File: src/design/mem_bus_pkg.sv
////////////////////////////////////////
// Memory bus package
// Widths and vector types of the read-only memory port
////////////////////////////////////////

package mem_bus_pkg;

    // Address and data widths of the memory port
    localparam int unsigned MEM_ADDR_W = 32;
    localparam int unsigned MEM_DATA_W = 32;

    // Request address
    typedef logic [MEM_ADDR_W-1:0] mem_addr_t;

    // Read data word
    typedef logic [MEM_DATA_W-1:0] mem_data_t;

endpackage

File: src/design/stage_pkg.sv
////////////////////////////////////////
// Read stage package
// Transaction, depth, counter and FSM state types
////////////////////////////////////////

package stage_pkg;

    // Most transactions held by the stage at once
    localparam int unsigned STAGE_DEPTH = 4;
    localparam int unsigned TXN_ID_W    = 4;
    localparam int unsigned STAGE_PTR_W = $clog2(STAGE_DEPTH);

    typedef logic [TXN_ID_W-1:0]               txn_id_t;
    // Occupancy from zero up to STAGE_DEPTH included
    typedef logic [$clog2(STAGE_DEPTH+1)-1:0]  stage_cnt_t;
    typedef logic [STAGE_PTR_W-1:0]            stage_ptr_t;

    // Occupancy of a full stage
    localparam stage_cnt_t STAGE_CNT_MAX = stage_cnt_t'(STAGE_DEPTH);

    // Transaction carried through the stage
    typedef struct packed {
        txn_id_t                id;
        logic                   walk;
        mem_bus_pkg::mem_addr_t addr;
        mem_bus_pkg::mem_data_t data;
    } txn_t;

    typedef enum logic [1:0] {GNT_IDLE, GNT_WAIT_GRANT, GNT_WAIT_ROOM} grant_state_e;
    typedef enum logic [1:0] {OUT_IDLE, OUT_PASS, OUT_BUFFER} out_state_e;

endpackage

File: src/design/fifo_if.sv
////////////////////////////////////////
// FIFO port bundle
// Push, pop, data and status of one FIFO
////////////////////////////////////////

interface fifo_if #(
    parameter type elem_t = logic
);

    // Write side, driven by the controller
    logic                  push;
    elem_t                 wdata;

    // Read side
    logic                  pop;
    elem_t                 rdata;

    // Status, driven by the FIFO
    logic                  full;
    logic                  empty;
    stage_pkg::stage_cnt_t count;

    // Controller view
    modport ctrl (output push, wdata, pop, input rdata, full, empty, count);

    // FIFO view
    modport fifo (input push, wdata, pop, output rdata, full, empty, count);

endinterface

File: src/design/memory_read_stage.sv
////////////////////////////////////////
// Memory read stage
// Pipelined page-walk reads, in-order output
////////////////////////////////////////

module memory_read_stage (
    input  logic                   clk_i,
    input  logic                   rst_ni,
    // Previous stage
    input  logic                   in_valid_i,
    output logic                   in_ready_o,
    input  stage_pkg::txn_id_t     in_id_i,
    input  logic                   in_walk_i,
    input  mem_bus_pkg::mem_addr_t in_addr_i,
    // Next stage
    output logic                   out_valid_o,
    input  logic                   out_ready_i,
    output stage_pkg::txn_id_t     out_id_o,
    output logic                   out_walk_o,
    output mem_bus_pkg::mem_addr_t out_addr_o,
    output mem_bus_pkg::mem_data_t out_data_o,
    // Memory port
    output logic                   mem_req_o,
    output mem_bus_pkg::mem_addr_t mem_addr_o,
    input  logic                   mem_gnt_i,
    input  logic                   mem_rvalid_i,
    input  mem_bus_pkg::mem_data_t mem_rdata_i
);

    stage_pkg::txn_t in_txn;
    stage_pkg::txn_t reg_txn;
    stage_pkg::txn_t out_txn;
    logic            reg_valid;
    logic            reg_ready;

    // FIFO bundles
    fifo_if #(.elem_t(stage_pkg::txn_t))        gnt_if ();
    fifo_if #(.elem_t(mem_bus_pkg::mem_data_t)) rd_if ();
    fifo_if #(.elem_t(stage_pkg::txn_t))        out_if ();

    // Data field is filled later by the read
    assign in_txn.id   = in_id_i;
    assign in_txn.walk = in_walk_i;
    assign in_txn.addr = in_addr_i;
    assign in_txn.data = '0;

    req_register u_req_reg (
        .clk_i     (clk_i),
        .rst_ni    (rst_ni),
        .s_valid_i (in_valid_i),
        .s_ready_o (in_ready_o),
        .s_txn_i   (in_txn),
        .m_valid_o (reg_valid),
        .m_ready_i (reg_ready),
        .m_txn_o   (reg_txn)
    );

    stage_ctrl u_ctrl (
        .clk_i        (clk_i),
        .rst_ni       (rst_ni),
        .req_valid_i  (reg_valid),
        .req_ready_o  (reg_ready),
        .req_txn_i    (reg_txn),
        .mem_req_o    (mem_req_o),
        .mem_addr_o   (mem_addr_o),
        .mem_gnt_i    (mem_gnt_i),
        .mem_rvalid_i (mem_rvalid_i),
        .mem_rdata_i  (mem_rdata_i),
        .gnt_f        (gnt_if),
        .rd_f         (rd_if),
        .out_f        (out_if),
        .out_valid_o  (out_valid_o),
        .out_ready_i  (out_ready_i),
        .out_txn_o    (out_txn)
    );

    sync_fifo #(.elem_t(stage_pkg::txn_t)) grant_fifo_u (
        .clk_i (clk_i), .rst_ni (rst_ni), .f (gnt_if)
    );
    sync_fifo #(.elem_t(mem_bus_pkg::mem_data_t)) rdata_fifo_u (
        .clk_i (clk_i), .rst_ni (rst_ni), .f (rd_if)
    );
    sync_fifo #(.elem_t(stage_pkg::txn_t)) out_fifo_u (
        .clk_i (clk_i), .rst_ni (rst_ni), .f (out_if)
    );

    // Unpack the outgoing transaction
    assign out_id_o   = out_txn.id;
    assign out_walk_o = out_txn.walk;
    assign out_addr_o = out_txn.addr;
    assign out_data_o = out_txn.data;

endmodule

File: src/design/req_register.sv
////////////////////////////////////////
// Request register
// One valid/ready stage between the previous stage and the control
////////////////////////////////////////

module req_register (
    input  logic            clk_i,
    input  logic            rst_ni,

    // From previous stage
    input  logic            s_valid_i,
    output logic            s_ready_o,
    input  stage_pkg::txn_t s_txn_i,

    // To control
    output logic            m_valid_o,
    input  logic            m_ready_i,
    output stage_pkg::txn_t m_txn_o
);

    logic            valid_q;
    stage_pkg::txn_t txn_q;

    // Load when empty or when the held item leaves
    assign s_ready_o = !valid_q || m_ready_i;

    // Valid flag
    always_ff @(posedge clk_i) begin
        if (!rst_ni) begin
            valid_q <= 1'b0;
        end else if (s_ready_o) begin
            valid_q <= s_valid_i;
        end
    end

    // Payload, only on an accepted transfer
    always_ff @(posedge clk_i) begin
        if (s_valid_i && s_ready_o) begin
            txn_q <= s_txn_i;
        end
    end

    assign m_valid_o = valid_q;
    assign m_txn_o   = txn_q;

endmodule

File: src/design/stage_ctrl.sv
////////////////////////////////////////
// Read stage control
// Admission and memory request, data attach, ordered output
////////////////////////////////////////

module stage_ctrl (
    input  logic                   clk_i,
    input  logic                   rst_ni,
    // Registered request
    input  logic                   req_valid_i,
    output logic                   req_ready_o,
    input  stage_pkg::txn_t        req_txn_i,
    // Memory port
    output logic                   mem_req_o,
    output mem_bus_pkg::mem_addr_t mem_addr_o,
    input  logic                   mem_gnt_i,
    input  logic                   mem_rvalid_i,
    input  mem_bus_pkg::mem_data_t mem_rdata_i,
    // Grant, read data and output FIFOs
    fifo_if.ctrl                   gnt_f,
    fifo_if.ctrl                   rd_f,
    fifo_if.ctrl                   out_f,
    // Next stage
    output logic                   out_valid_o,
    input  logic                   out_ready_i,
    output stage_pkg::txn_t        out_txn_o
);

    stage_pkg::grant_state_e gnt_state_q, gnt_state_d;
    stage_pkg::out_state_e   out_state_q, out_state_d;
    stage_pkg::stage_cnt_t   occupancy;
    logic                    has_room;
    logic                    last_slot;
    logic                    head_ready;
    stage_pkg::txn_t         head_txn;

    // Grant and output FIFOs together bound the stage
    assign occupancy = gnt_f.count + out_f.count;
    assign has_room  = (occupancy < stage_pkg::STAGE_CNT_MAX);
    assign last_slot = (occupancy == stage_pkg::STAGE_CNT_MAX - 1'b1);

    // Every returned word is kept, in request order
    assign rd_f.push  = mem_rvalid_i;
    assign rd_f.wdata = mem_rdata_i;

    ////////////////////////////////////////
    // Admission FSM
    ////////////////////////////////////////

    always_comb begin
        gnt_state_d = gnt_state_q;
        mem_req_o   = 1'b0;
        mem_addr_o  = '0;
        req_ready_o = 1'b0;
        gnt_f.push  = 1'b0;
        gnt_f.wdata = req_txn_i;
        case (gnt_state_q)
            stage_pkg::GNT_IDLE: begin
                if (req_valid_i && has_room) begin
                    // Walks go out on the memory port at once
                    if (req_txn_i.walk) begin
                        mem_req_o  = 1'b1;
                        mem_addr_o = req_txn_i.addr;
                    end
                    // gnt may already be high
                    if (!req_txn_i.walk || mem_gnt_i) begin
                        gnt_f.push  = 1'b1;
                        req_ready_o = 1'b1;
                        if (last_slot) begin
                            gnt_state_d = stage_pkg::GNT_WAIT_ROOM;
                        end
                    end else begin
                        gnt_state_d = stage_pkg::GNT_WAIT_GRANT;
                    end
                end
            end
            stage_pkg::GNT_WAIT_GRANT: begin
                // Hold the request, room was reserved on entry
                mem_req_o  = 1'b1;
                mem_addr_o = req_txn_i.addr;
                if (mem_gnt_i) begin
                    gnt_f.push  = 1'b1;
                    req_ready_o = 1'b1;
                    gnt_state_d = last_slot ? stage_pkg::GNT_WAIT_ROOM : stage_pkg::GNT_IDLE;
                end
            end
            stage_pkg::GNT_WAIT_ROOM: begin
                // No request until an item leaves
                if (has_room) begin
                    gnt_state_d = stage_pkg::GNT_IDLE;
                end
            end
            default: gnt_state_d = stage_pkg::GNT_IDLE;
        endcase
    end

    ////////////////////////////////////////
    // Output FSM
    ////////////////////////////////////////

    // Walking head waits for its read word
    assign head_ready = !gnt_f.empty && (!gnt_f.rdata.walk || !rd_f.empty);

    always_comb begin
        head_txn      = gnt_f.rdata;
        head_txn.data = gnt_f.rdata.walk ? rd_f.rdata : '0;
    end

    always_comb begin
        out_state_d = out_state_q;
        gnt_f.pop   = 1'b0;
        rd_f.pop    = 1'b0;
        out_f.push  = 1'b0;
        out_f.pop   = 1'b0;
        out_f.wdata = head_txn;
        out_valid_o = 1'b0;
        out_txn_o   = head_txn;
        case (out_state_q)
            stage_pkg::OUT_IDLE: begin
                // Wake on the first admitted item
                if (gnt_f.push) begin
                    out_state_d = stage_pkg::OUT_PASS;
                end
            end
            stage_pkg::OUT_PASS: begin
                if (head_ready) begin
                    gnt_f.pop   = 1'b1;
                    rd_f.pop    = head_txn.walk;
                    out_valid_o = 1'b1;
                    // Not taken, so park it and keep it on the output
                    if (!out_ready_i) begin
                        out_f.push  = 1'b1;
                        out_state_d = stage_pkg::OUT_BUFFER;
                    end
                end else if (gnt_f.empty && !gnt_f.push) begin
                    out_state_d = stage_pkg::OUT_IDLE;
                end
            end
            stage_pkg::OUT_BUFFER: begin
                // Buffered items go first
                out_valid_o = !out_f.empty;
                out_txn_o   = out_f.rdata;
                out_f.pop   = out_ready_i && !out_f.empty;
                // Later heads queue behind them
                if (head_ready && !out_f.full) begin
                    gnt_f.pop  = 1'b1;
                    rd_f.pop   = head_txn.walk;
                    out_f.push = 1'b1;
                end
                if (out_f.pop && !out_f.push && out_f.count == stage_pkg::stage_cnt_t'(1)) begin
                    out_state_d = stage_pkg::OUT_PASS;
                end
            end
            default: out_state_d = stage_pkg::OUT_IDLE;
        endcase
    end

    // State registers
    always_ff @(posedge clk_i) begin
        if (!rst_ni) begin
            gnt_state_q <= stage_pkg::GNT_IDLE;
            out_state_q <= stage_pkg::OUT_IDLE;
        end else begin
            gnt_state_q <= gnt_state_d;
            out_state_q <= out_state_d;
        end
    end

endmodule

File: src/design/sync_fifo.sv
////////////////////////////////////////
// Synchronous FIFO
// STAGE_DEPTH entries, head served without fall-through
////////////////////////////////////////

module sync_fifo #(
    parameter type elem_t = logic
) (
    input  logic clk_i,
    input  logic rst_ni,
    fifo_if.fifo f
);

    // Storage and pointers
    elem_t                 mem_q [stage_pkg::STAGE_DEPTH];
    stage_pkg::stage_ptr_t wr_ptr_q;
    stage_pkg::stage_ptr_t rd_ptr_q;
    stage_pkg::stage_cnt_t cnt_q;
    logic                  do_push;
    logic                  do_pop;

    // Ignore push when full and pop when empty
    assign do_push = f.push && (cnt_q != stage_pkg::STAGE_CNT_MAX);
    assign do_pop  = f.pop && (cnt_q != '0);

    ////////////////////////////////////////
    // Pointers and count
    ////////////////////////////////////////

    always_ff @(posedge clk_i) begin
        if (!rst_ni) begin
            wr_ptr_q <= '0;
            rd_ptr_q <= '0;
            cnt_q    <= '0;
        end else begin
            if (do_push) begin
                // Wrap at the last entry
                if (wr_ptr_q == stage_pkg::stage_ptr_t'(stage_pkg::STAGE_DEPTH - 1)) begin
                    wr_ptr_q <= '0;
                end else begin
                    wr_ptr_q <= wr_ptr_q + 1'b1;
                end
            end
            if (do_pop) begin
                if (rd_ptr_q == stage_pkg::stage_ptr_t'(stage_pkg::STAGE_DEPTH - 1)) begin
                    rd_ptr_q <= '0;
                end else begin
                    rd_ptr_q <= rd_ptr_q + 1'b1;
                end
            end
            // Push and pop together keep the count
            if (do_push && !do_pop) begin
                cnt_q <= cnt_q + 1'b1;
            end else if (do_pop && !do_push) begin
                cnt_q <= cnt_q - 1'b1;
            end
        end
    end

    // Entry write
    always_ff @(posedge clk_i) begin
        if (do_push) begin
            mem_q[wr_ptr_q] <= f.wdata;
        end
    end

    // Head and status
    assign f.rdata = mem_q[rd_ptr_q];
    assign f.full  = (cnt_q == stage_pkg::STAGE_CNT_MAX);
    assign f.empty = (cnt_q == '0);
    assign f.count = cnt_q;

endmodule

File: config.mk
export PLATFORM = sky130hd
export DESIGN_NAME = memory_read_stage
export DESIGN_NICKNAME = d
export VERILOG_FILES = /design/src/design/mem_bus_pkg.sv /design/src/design/stage_pkg.sv /design/src/design/fifo_if.sv /design/src/design/memory_read_stage.sv /design/src/design/req_register.sv /design/src/design/stage_ctrl.sv /design/src/design/sync_fifo.sv
export SDC_FILE = /design/constraint.sdc
export NUM_CORES = 1
export LEC_CHECK = 0
export BUFFER_PORTS_ARGS = -buffer_cell sky130_fd_sc_hd__buf_4
export CAP_MARGIN = 20
export CORE_MARGIN = 3
export CORE_UTILIZATION = 25
export CTS_CLUSTER_DIAMETER = 40
export DETAILED_ROUTE_END_ITERATION = 10
export GPL_ROUTABILITY_DRIVEN = 0
export PLACE_DENSITY = 0.48
export SYNTH_ARGS = -nofsm -noshare
export SYNTH_HDL_FRONTEND = slang
export SYNTH_SLANG_ARGS = --single-unit
export TNS_END_PERCENT = 5
File: constraint.sdc
create_clock -name clk_i -period 4.3 [get_ports clk_i]
set_input_delay 0.215 -clock clk_i [delete_from_list [all_inputs] [get_ports clk_i]]
set_output_delay 0.215 -clock clk_i [all_outputs]
set_load 0.01 [all_outputs]
=== Word level (Yosys, flattened, before mapping) ===
Memory sizes are Yosys's and may differ from the RTL's. A register that Yosys moved wholly into a read port is not among the register bits.
Cells that the tools add are included.

* Register bits after elaboration: 63
* Bits in latches: 0
* Memory bits (writable): 552
* Bits in read-only memories: 0
* Output and inout bits: 104
* Memories kept: 3

{| class="wikitable"
|+ Memories
! memory !! depth !! bits a word !! read ports !! clocked after Yosys merged registers in !! wr ports !! line !! RTL
|-
| out_fifo_u.mem_q || 4 || 69 || 1 || 1 || 1 || sync_fifo.sv:15 || <nowiki>elem_t mem_q [stage_pkg::STAGE_DEPTH];</nowiki>
|-
| grant_fifo_u.mem_q || 4 || 37 || 1 || 1 || 1 || sync_fifo.sv:15 ||
|-
| rdata_fifo_u.mem_q || 4 || 32 || 1 || 1 || 1 || sync_fifo.sv:15 ||
|}

* Add/subtract/negate cells: 13
* Multipliers: 0
* Div/mod/pow operators: 0
* Order comparisons: 1
* Equality and inequality tests: 24
* Shifts and indexed selects: 0
* Mux-type cells: 61
* Bitwise gates (word level): 0
* Reductions and logical operators: 51

{| class="wikitable"
|+ Operators with widths
! kind !! count
|-
| two-way mux 32 bit || 3
|-
| two-way mux 69 bit || 1
|-
| case mux 32 bit (2 select lines) || 1
|-
| two-way mux 2 bit || 23
|-
| logical AND 1 bit || 20
|-
| two-way mux 1 bit || 19
|-
| two-way mux 3 bit || 6
|-
| == test 2 bit (second input constant) || 8
|-
| zero test 1 bit || 15
|-
| adder 2 x 1 -> 2 bit (second input constant) || 6
|-
| inequality test 3 bit (second input constant) || 4
|-
| case mux 1 bit (2 select lines) || 6
|-
| case mux 2 bit (3 select lines) || 2
|-
| adder 3 x 1 -> 3 bit (second input constant) || 3
|-
| zero test 3 bit || 3
|-
| nonzero test 3 bit || 3
|-
| subtractor 3 x 1 -> 3 bit (second input constant) || 3
|-
| inequality test 2 x 1 -> 1 bit (second input constant) || 4
|-
| AND reduction 4 bit || 2
|-
| nonzero test 2 bit || 3
|-
| == test 2 x 1 -> 1 bit (second input constant) || 2
|-
| zero test 2 bit || 2
|-
| adder 3 bit || 1
|-
| == test 3 x 1 -> 1 bit (second input constant) || 1
|-
| other kinds (7) || 9
|}

=== Depth between registers and ports, before layout ===
* Depth after elaboration: 13
* Depth in mapped cells: 13

=== Modules after synthesis ===
Synthesis repeated with hierarchy kept, for this count alone.

* Cells, all modules: 1465
* Area total of the unflattened synthesis: 30924.7 µm²

{| class="wikitable"
|+ Modules (own cells, without submodules)
! module !! instances !! cells each !! area an instance (µm²)
|-
| sync_fifo at grant_fifo_u ... || 2 || 412 || 10438.8
|-
| sync_fifo at rdata_fifo_u || 1 || 218 || 5138.7
|-
| stage_ctrl || 1 || 348 || 2775.2
|-
| req_register || 1 || 74 || 2129.5
|-
| memory_read_stage || 1 || 1 || 3.8
|}

=== Least setup slack after synthesis ===
Ideal clock, no wire load.

* Path type: register to register
* From: register (tool-made name)
* To: memory out_fifo_u.mem_q[1][0] in the netlist's numbering, enable pin
* Data arrival time: 3.056 ns
* Path slack: 0.810 ns
* Cell stages (with the launch flop): 8
* Cell sequence: dfxtp_1 buf_6 mux2i_1 mux2_4 inv_2 a21o_2 nor3_4 and2_1

{| class="wikitable"
|+ RTL lines
! element !! line
|-
| end: declaration || sync_fifo.sv:15
|}

=== Worst setup path in the final report ===
* From: register grant_fifo_u.cnt_q[0] (netlist: grant_fifo_u.f.count[0])
* To: output port mem_addr_o[18]

* Word-level cells in the longest chain between the ends: 5

{| class="wikitable"
|+ RTL lines
! element !! line !! RTL
|-
| start: declaration || sync_fifo.sv:18 || <nowiki>stage_pkg::stage_cnt_t cnt_q;</nowiki>
|-
| start signal: assignment || sync_fifo.sv:53 || <nowiki>cnt_q <= cnt_q + 1'b1;</nowiki>
|-
| start signal: assignment || sync_fifo.sv:55 || <nowiki>cnt_q <= cnt_q - 1'b1;</nowiki>
|-
| adder 3 bit || stage_ctrl.sv:38 || <nowiki>assign occupancy = gnt_f.count + out_f.count;</nowiki>
|-
| < comparator 3 bit || stage_ctrl.sv:39 || <nowiki>assign has_room = (occupancy < stage_pkg::STAGE_CNT_MAX);</nowiki>
|-
| logical AND 1 bit || stage_ctrl.sv:59 || <nowiki>if (req_valid_i && has_room) begin</nowiki>
|-
| two-way mux 32 bit || stage_ctrl.sv:59 ||
|-
| case mux 32 bit (2 select lines) || stage_ctrl.sv:57 || <nowiki>case (gnt_state_q)</nowiki>
|-
| end: declaration || memory_read_stage.sv:24 || <nowiki>output mem_bus_pkg::mem_addr_t mem_addr_o,</nowiki>
|}

No other way between the ends.

==> summary.txt <==
STA
  – Number of max-slew violations in the final report: 0
  – Period Utilization, post-route: 83.2%
  – Upper clock frequency limit: 0.280 GHz
  – Slew headroom: 28.9%
  – RSZ-0062 raised after global routing: no
  – Final critical-path required period: 3.58 ns
  – Count of final hold-check violations: 0
  – Setup Total Neg Slack: 0 ns
  – Setup violation total in the final timing report: 0
  – Worst clock skew: 0.0205 ns
  – Slew @ Worst Pin: 1.07 ns

Clocking
  – PostCTS Resize Cnt: 0
  – Largest buffer count on any clock path: 3
  – Total clock buffers created by CTS: 87
  – CTS tree: done
  – Worst-skew pair later-pin latency: 0.63 ns
  – Buffer type at the clock tree root: sky130_fd_sc_hd__clkbuf_16
  – Post-CTS Repair Setup Buffers: 0
  – H-tree levels: 3
  – Clock edge transition at the registers on the reported setup and hold paths: 0.05 ns
  – Clock sinks: 621

Yosys
  – Synth unique cells: 46
  – Post-synthesis async set-or-reset flop share: 0%
  – Most instantiated library cell after synthesis: sky130_fd_sc_hd__edfxtp_1
  – Yosys warns: 0
  – Flip-flop and latch count after synthesis: 621
  – Yosys top cell by area: sky130_fd_sc_hd__edfxtp_1
  – Count of flip-flops with a built-in enable after synthesis: 589
  – Cells after Synth: 1118
  – Synth top area cells: sky130_fd_sc_hd__edfxtp_1, sky130_fd_sc_hd__mux4_2, sky130_fd_sc_hd__mux2_2
  – Sequential cell area fraction in the yosys report: 75.7%
  – Cell Area, Synth: 24200 um^2
  – Post-synthesis average cell area: 21.7 um^2
  – Cell types with the highest counts after synthesis: sky130_fd_sc_hd__edfxtp_1, sky130_fd_sc_hd__mux4_2, sky130_fd_sc_hd__and2_1
  – Top flip-flop cell by instance count after synthesis: sky130_fd_sc_hd__edfxtp_1
  – Share of Yosys cell area claimed by the top area cell type: 73.1%
  – Mapped Nets: 1223

Critical path
  – Cell at the slowest stage of the critical path: sky130_fd_sc_hd__nor2_4
  – Peak fanout along the critical path: 33
  – WS Path Type: reg2out
  – Kind of capture point of the worst setup path: output port
  – Arrival time at the worst endpoint: 3.36 ns
  – Worst path top cell family by delay: simple AND/OR/NAND/NOR gates
  – CP cell instances: ha_1 > inv_1 > fa_1 > xor3_2 > a31oi_1 > nor2_4 > and2_1 > buf_4
  – CP startpoint kind: register
  – Worst path max stage delay: 0.70 ns
  – R2r startpoint: grant_fifo_u.f.count[0]
  – Worst path buffer plus inverter count: 2
  – Crit. Startpoint: grant_fifo_u.f.count[0]
  – Required time of the worst setup path: 4.09 ns

Global route
  – Global-route wire length before repair: 82.5 mm
  – Total congestion overflow after global routing: 0
  – Initial antenna violation count: 5
  – Largest net degree at the start of global routing: 41
  – Number of global-route vias before repair: 12755
  – Overall Global Routing Usage: 11.2%

Floorplan
  – Starting utilization of the core area: 25.3%
  – Std-Cell Core Area: 95600 um^2
  – Die area: 101000 um^2
  – Width of the die: 317 um
  – Overall die height: 317 um
  – Count of standard-cell rows: 113
  – Io pins: 179

Detailed routing
  – Final wirelength: 55.6 mm
  – Post-DR vias/cell: 4.18
  – ANT nets after route: 0
  – Drc violations: 0
  – Via total after detailed routing: 11607
  – Initial DRC count: 659
  – Average wire per standard cell: 20.0 um
  – Iteration count of the initial detailed-routing pass: 5

Finish
  – Final-layout fill cell count: 9180
  – Flip-flop and latch area: 18300 um^2
  – Fraction of the core area covered by cells at the end of the flow: 32.4%
  – Non-Filler Cell Area, Final: 31000 um^2
  – Layout cell share with drive strength beyond 1: 39.3%
  – Area added between synthesis and finish: 28.0%
  – Area of combinational cells with multiple inputs: 5630 um^2
  – Final Net Count: 1541

Run
  – Number of max-cap violations: 0

Power and ir drop
  – Power per cell area: 515 nW/um^2
  – Total power: 0.0159 W
  – Peak supply drop: 0.245 mV
  – Total leakage power: 10.2 nW

Placed design
  – Final HPWL from detailed placement: 34.2 mm
  – Count of buffers inserted at the top-level ports: 178
  – Cell area after placement: 27200 um^2

Outcome
  – Status: completed

Hold path
  – Source of the worst hold timing path: mem_rvalid_i
  – Worst hold path class: in2reg
## state kept, by name, summed over array words and instances, names as in the netlist, 2 cells and up, named ones only
name                   cells
grant_fifo_u.f.count       3
grant_fifo_u.mem_q       148
grant_fifo_u.rd_ptr_q      2
grant_fifo_u.wr_ptr_q      2
out_fifo_u.f.count         3
out_fifo_u.mem_q         276
out_fifo_u.rd_ptr_q        2
out_fifo_u.wr_ptr_q        2
rdata_fifo_u.f.count       3
rdata_fifo_u.mem_q       128
rdata_fifo_u.rd_ptr_q      2
rdata_fifo_u.wr_ptr_q      2
u_ctrl.gnt_state_q         2
u_ctrl.out_state_q         2
u_req_reg.m_txn_o         37
## per-layer routing
metal | global-route usage [%] | wire [um]
met5 | 0 | 0
met4 | 3.69 | 1150
met3 | 2.25 | 2670
met2 | 18.9 | 28000
met1 | 14.3 | 23700
## layout make-up
class,instances,area share (%)
Clock inverter,70,2.43
Sequential cell,621,59.2
Tap cell,1265,5.11
Clock buffer,92,7.22
Inverter,20,0.242
Timing Repair Buffer,277,7.63
Multi-Input combinational cell,429,18.2
Antenna cell,2,0.0161
## where the power goes
group / total, W / internal, W / switching, W
clock network: 0.00715 / 0.00437 / 0.00279
registers: 0.00717 / 0.00703 / 0.000140
logic: 0.00162 / 0.000735 / 0.000890
## cell usage in the layout, fill, tap and decap left out, types with 6 or more instances in the layout
master / instances
sky130_fd_sc_hd__dfxtp_1: 26
sky130_fd_sc_hd__and2_2: 9
sky130_fd_sc_hd__ha_1: 26
sky130_fd_sc_hd__clkinv_4: 11
sky130_fd_sc_hd__nand2_1: 9
sky130_fd_sc_hd__mux2i_1: 17
sky130_fd_sc_hd__mux4_2: 137
sky130_fd_sc_hd__clkinv_2: 8
sky130_fd_sc_hd__bufinv_16: 8
sky130_fd_sc_hd__nor2b_1: 16
sky130_fd_sc_hd__clkbuf_16: 89
sky130_fd_sc_hd__o21ai_0: 8
sky130_fd_sc_hd__clkinv_1: 10
sky130_fd_sc_hd__a21oi_1: 6
sky130_fd_sc_hd__buf_4: 195
sky130_fd_sc_hd__edfxtp_1: 589
sky130_fd_sc_hd__inv_1: 19
sky130_fd_sc_hd__dlygate4sd3_1: 74
sky130_fd_sc_hd__inv_6: 14
sky130_fd_sc_hd__buf_12: 8
sky130_fd_sc_hd__and2_1: 68
sky130_fd_sc_hd__nor2_1: 10
sky130_fd_sc_hd__clkinvlp_4: 9
sky130_fd_sc_hd__mux2_2: 68
## worst min-delay path, cell delays in order
cell                       delay [ns]
sky130_fd_sc_hd__buf_4           0.14
sky130_fd_sc_hd__a21boi_1        0.20
sky130_fd_sc_hd__mux2i_1         0.17
sky130_fd_sc_hd__nor2b_1         0.05
## per-stage QoR
stage	std cells	worst slack, ns	hold slack [ns]
final	2776	0.724	0.215
after detailed placement	2537	0.885	0.394
after CTS	2773	0.598	0.167
after global placement	2537	1.01	0.394
after floorplan	1118	0.810	0.294
after global routing	2774	0.381	0.217
## timing repair
item,in CTS,in global routing
hold buffers,74,0
endpoints found under the setup margin,0,0
endpoints found under the hold margin,197,0
## worst paths after layout
check                                                 end  cells after the start  slack (ns)
worst min register to register  grant_fifo_u.mem_q[1][33]                      0        0.52
worst min-delay path             rdata_fifo_u.wr_ptr_q[0]                      4        0.21
worst max-delay path                       mem_addr_o[18]                      8        0.72
worst max register to register    grant_fifo_u.f.count[2]                     12        0.93
## kinds of logic after synthesis
kind of cell / share of synthesized area [%]
xor gates and xnor gates: 0.320
adders and majority gates: 1.64
muxes: 16.7
AOI/OAI and AO/OA: 0.827
DFF: 75.7
buffers and inverters: 1.19
and+or+nand+nor: 3.65
Note: power is estimated with default switching activity, not from simulation.
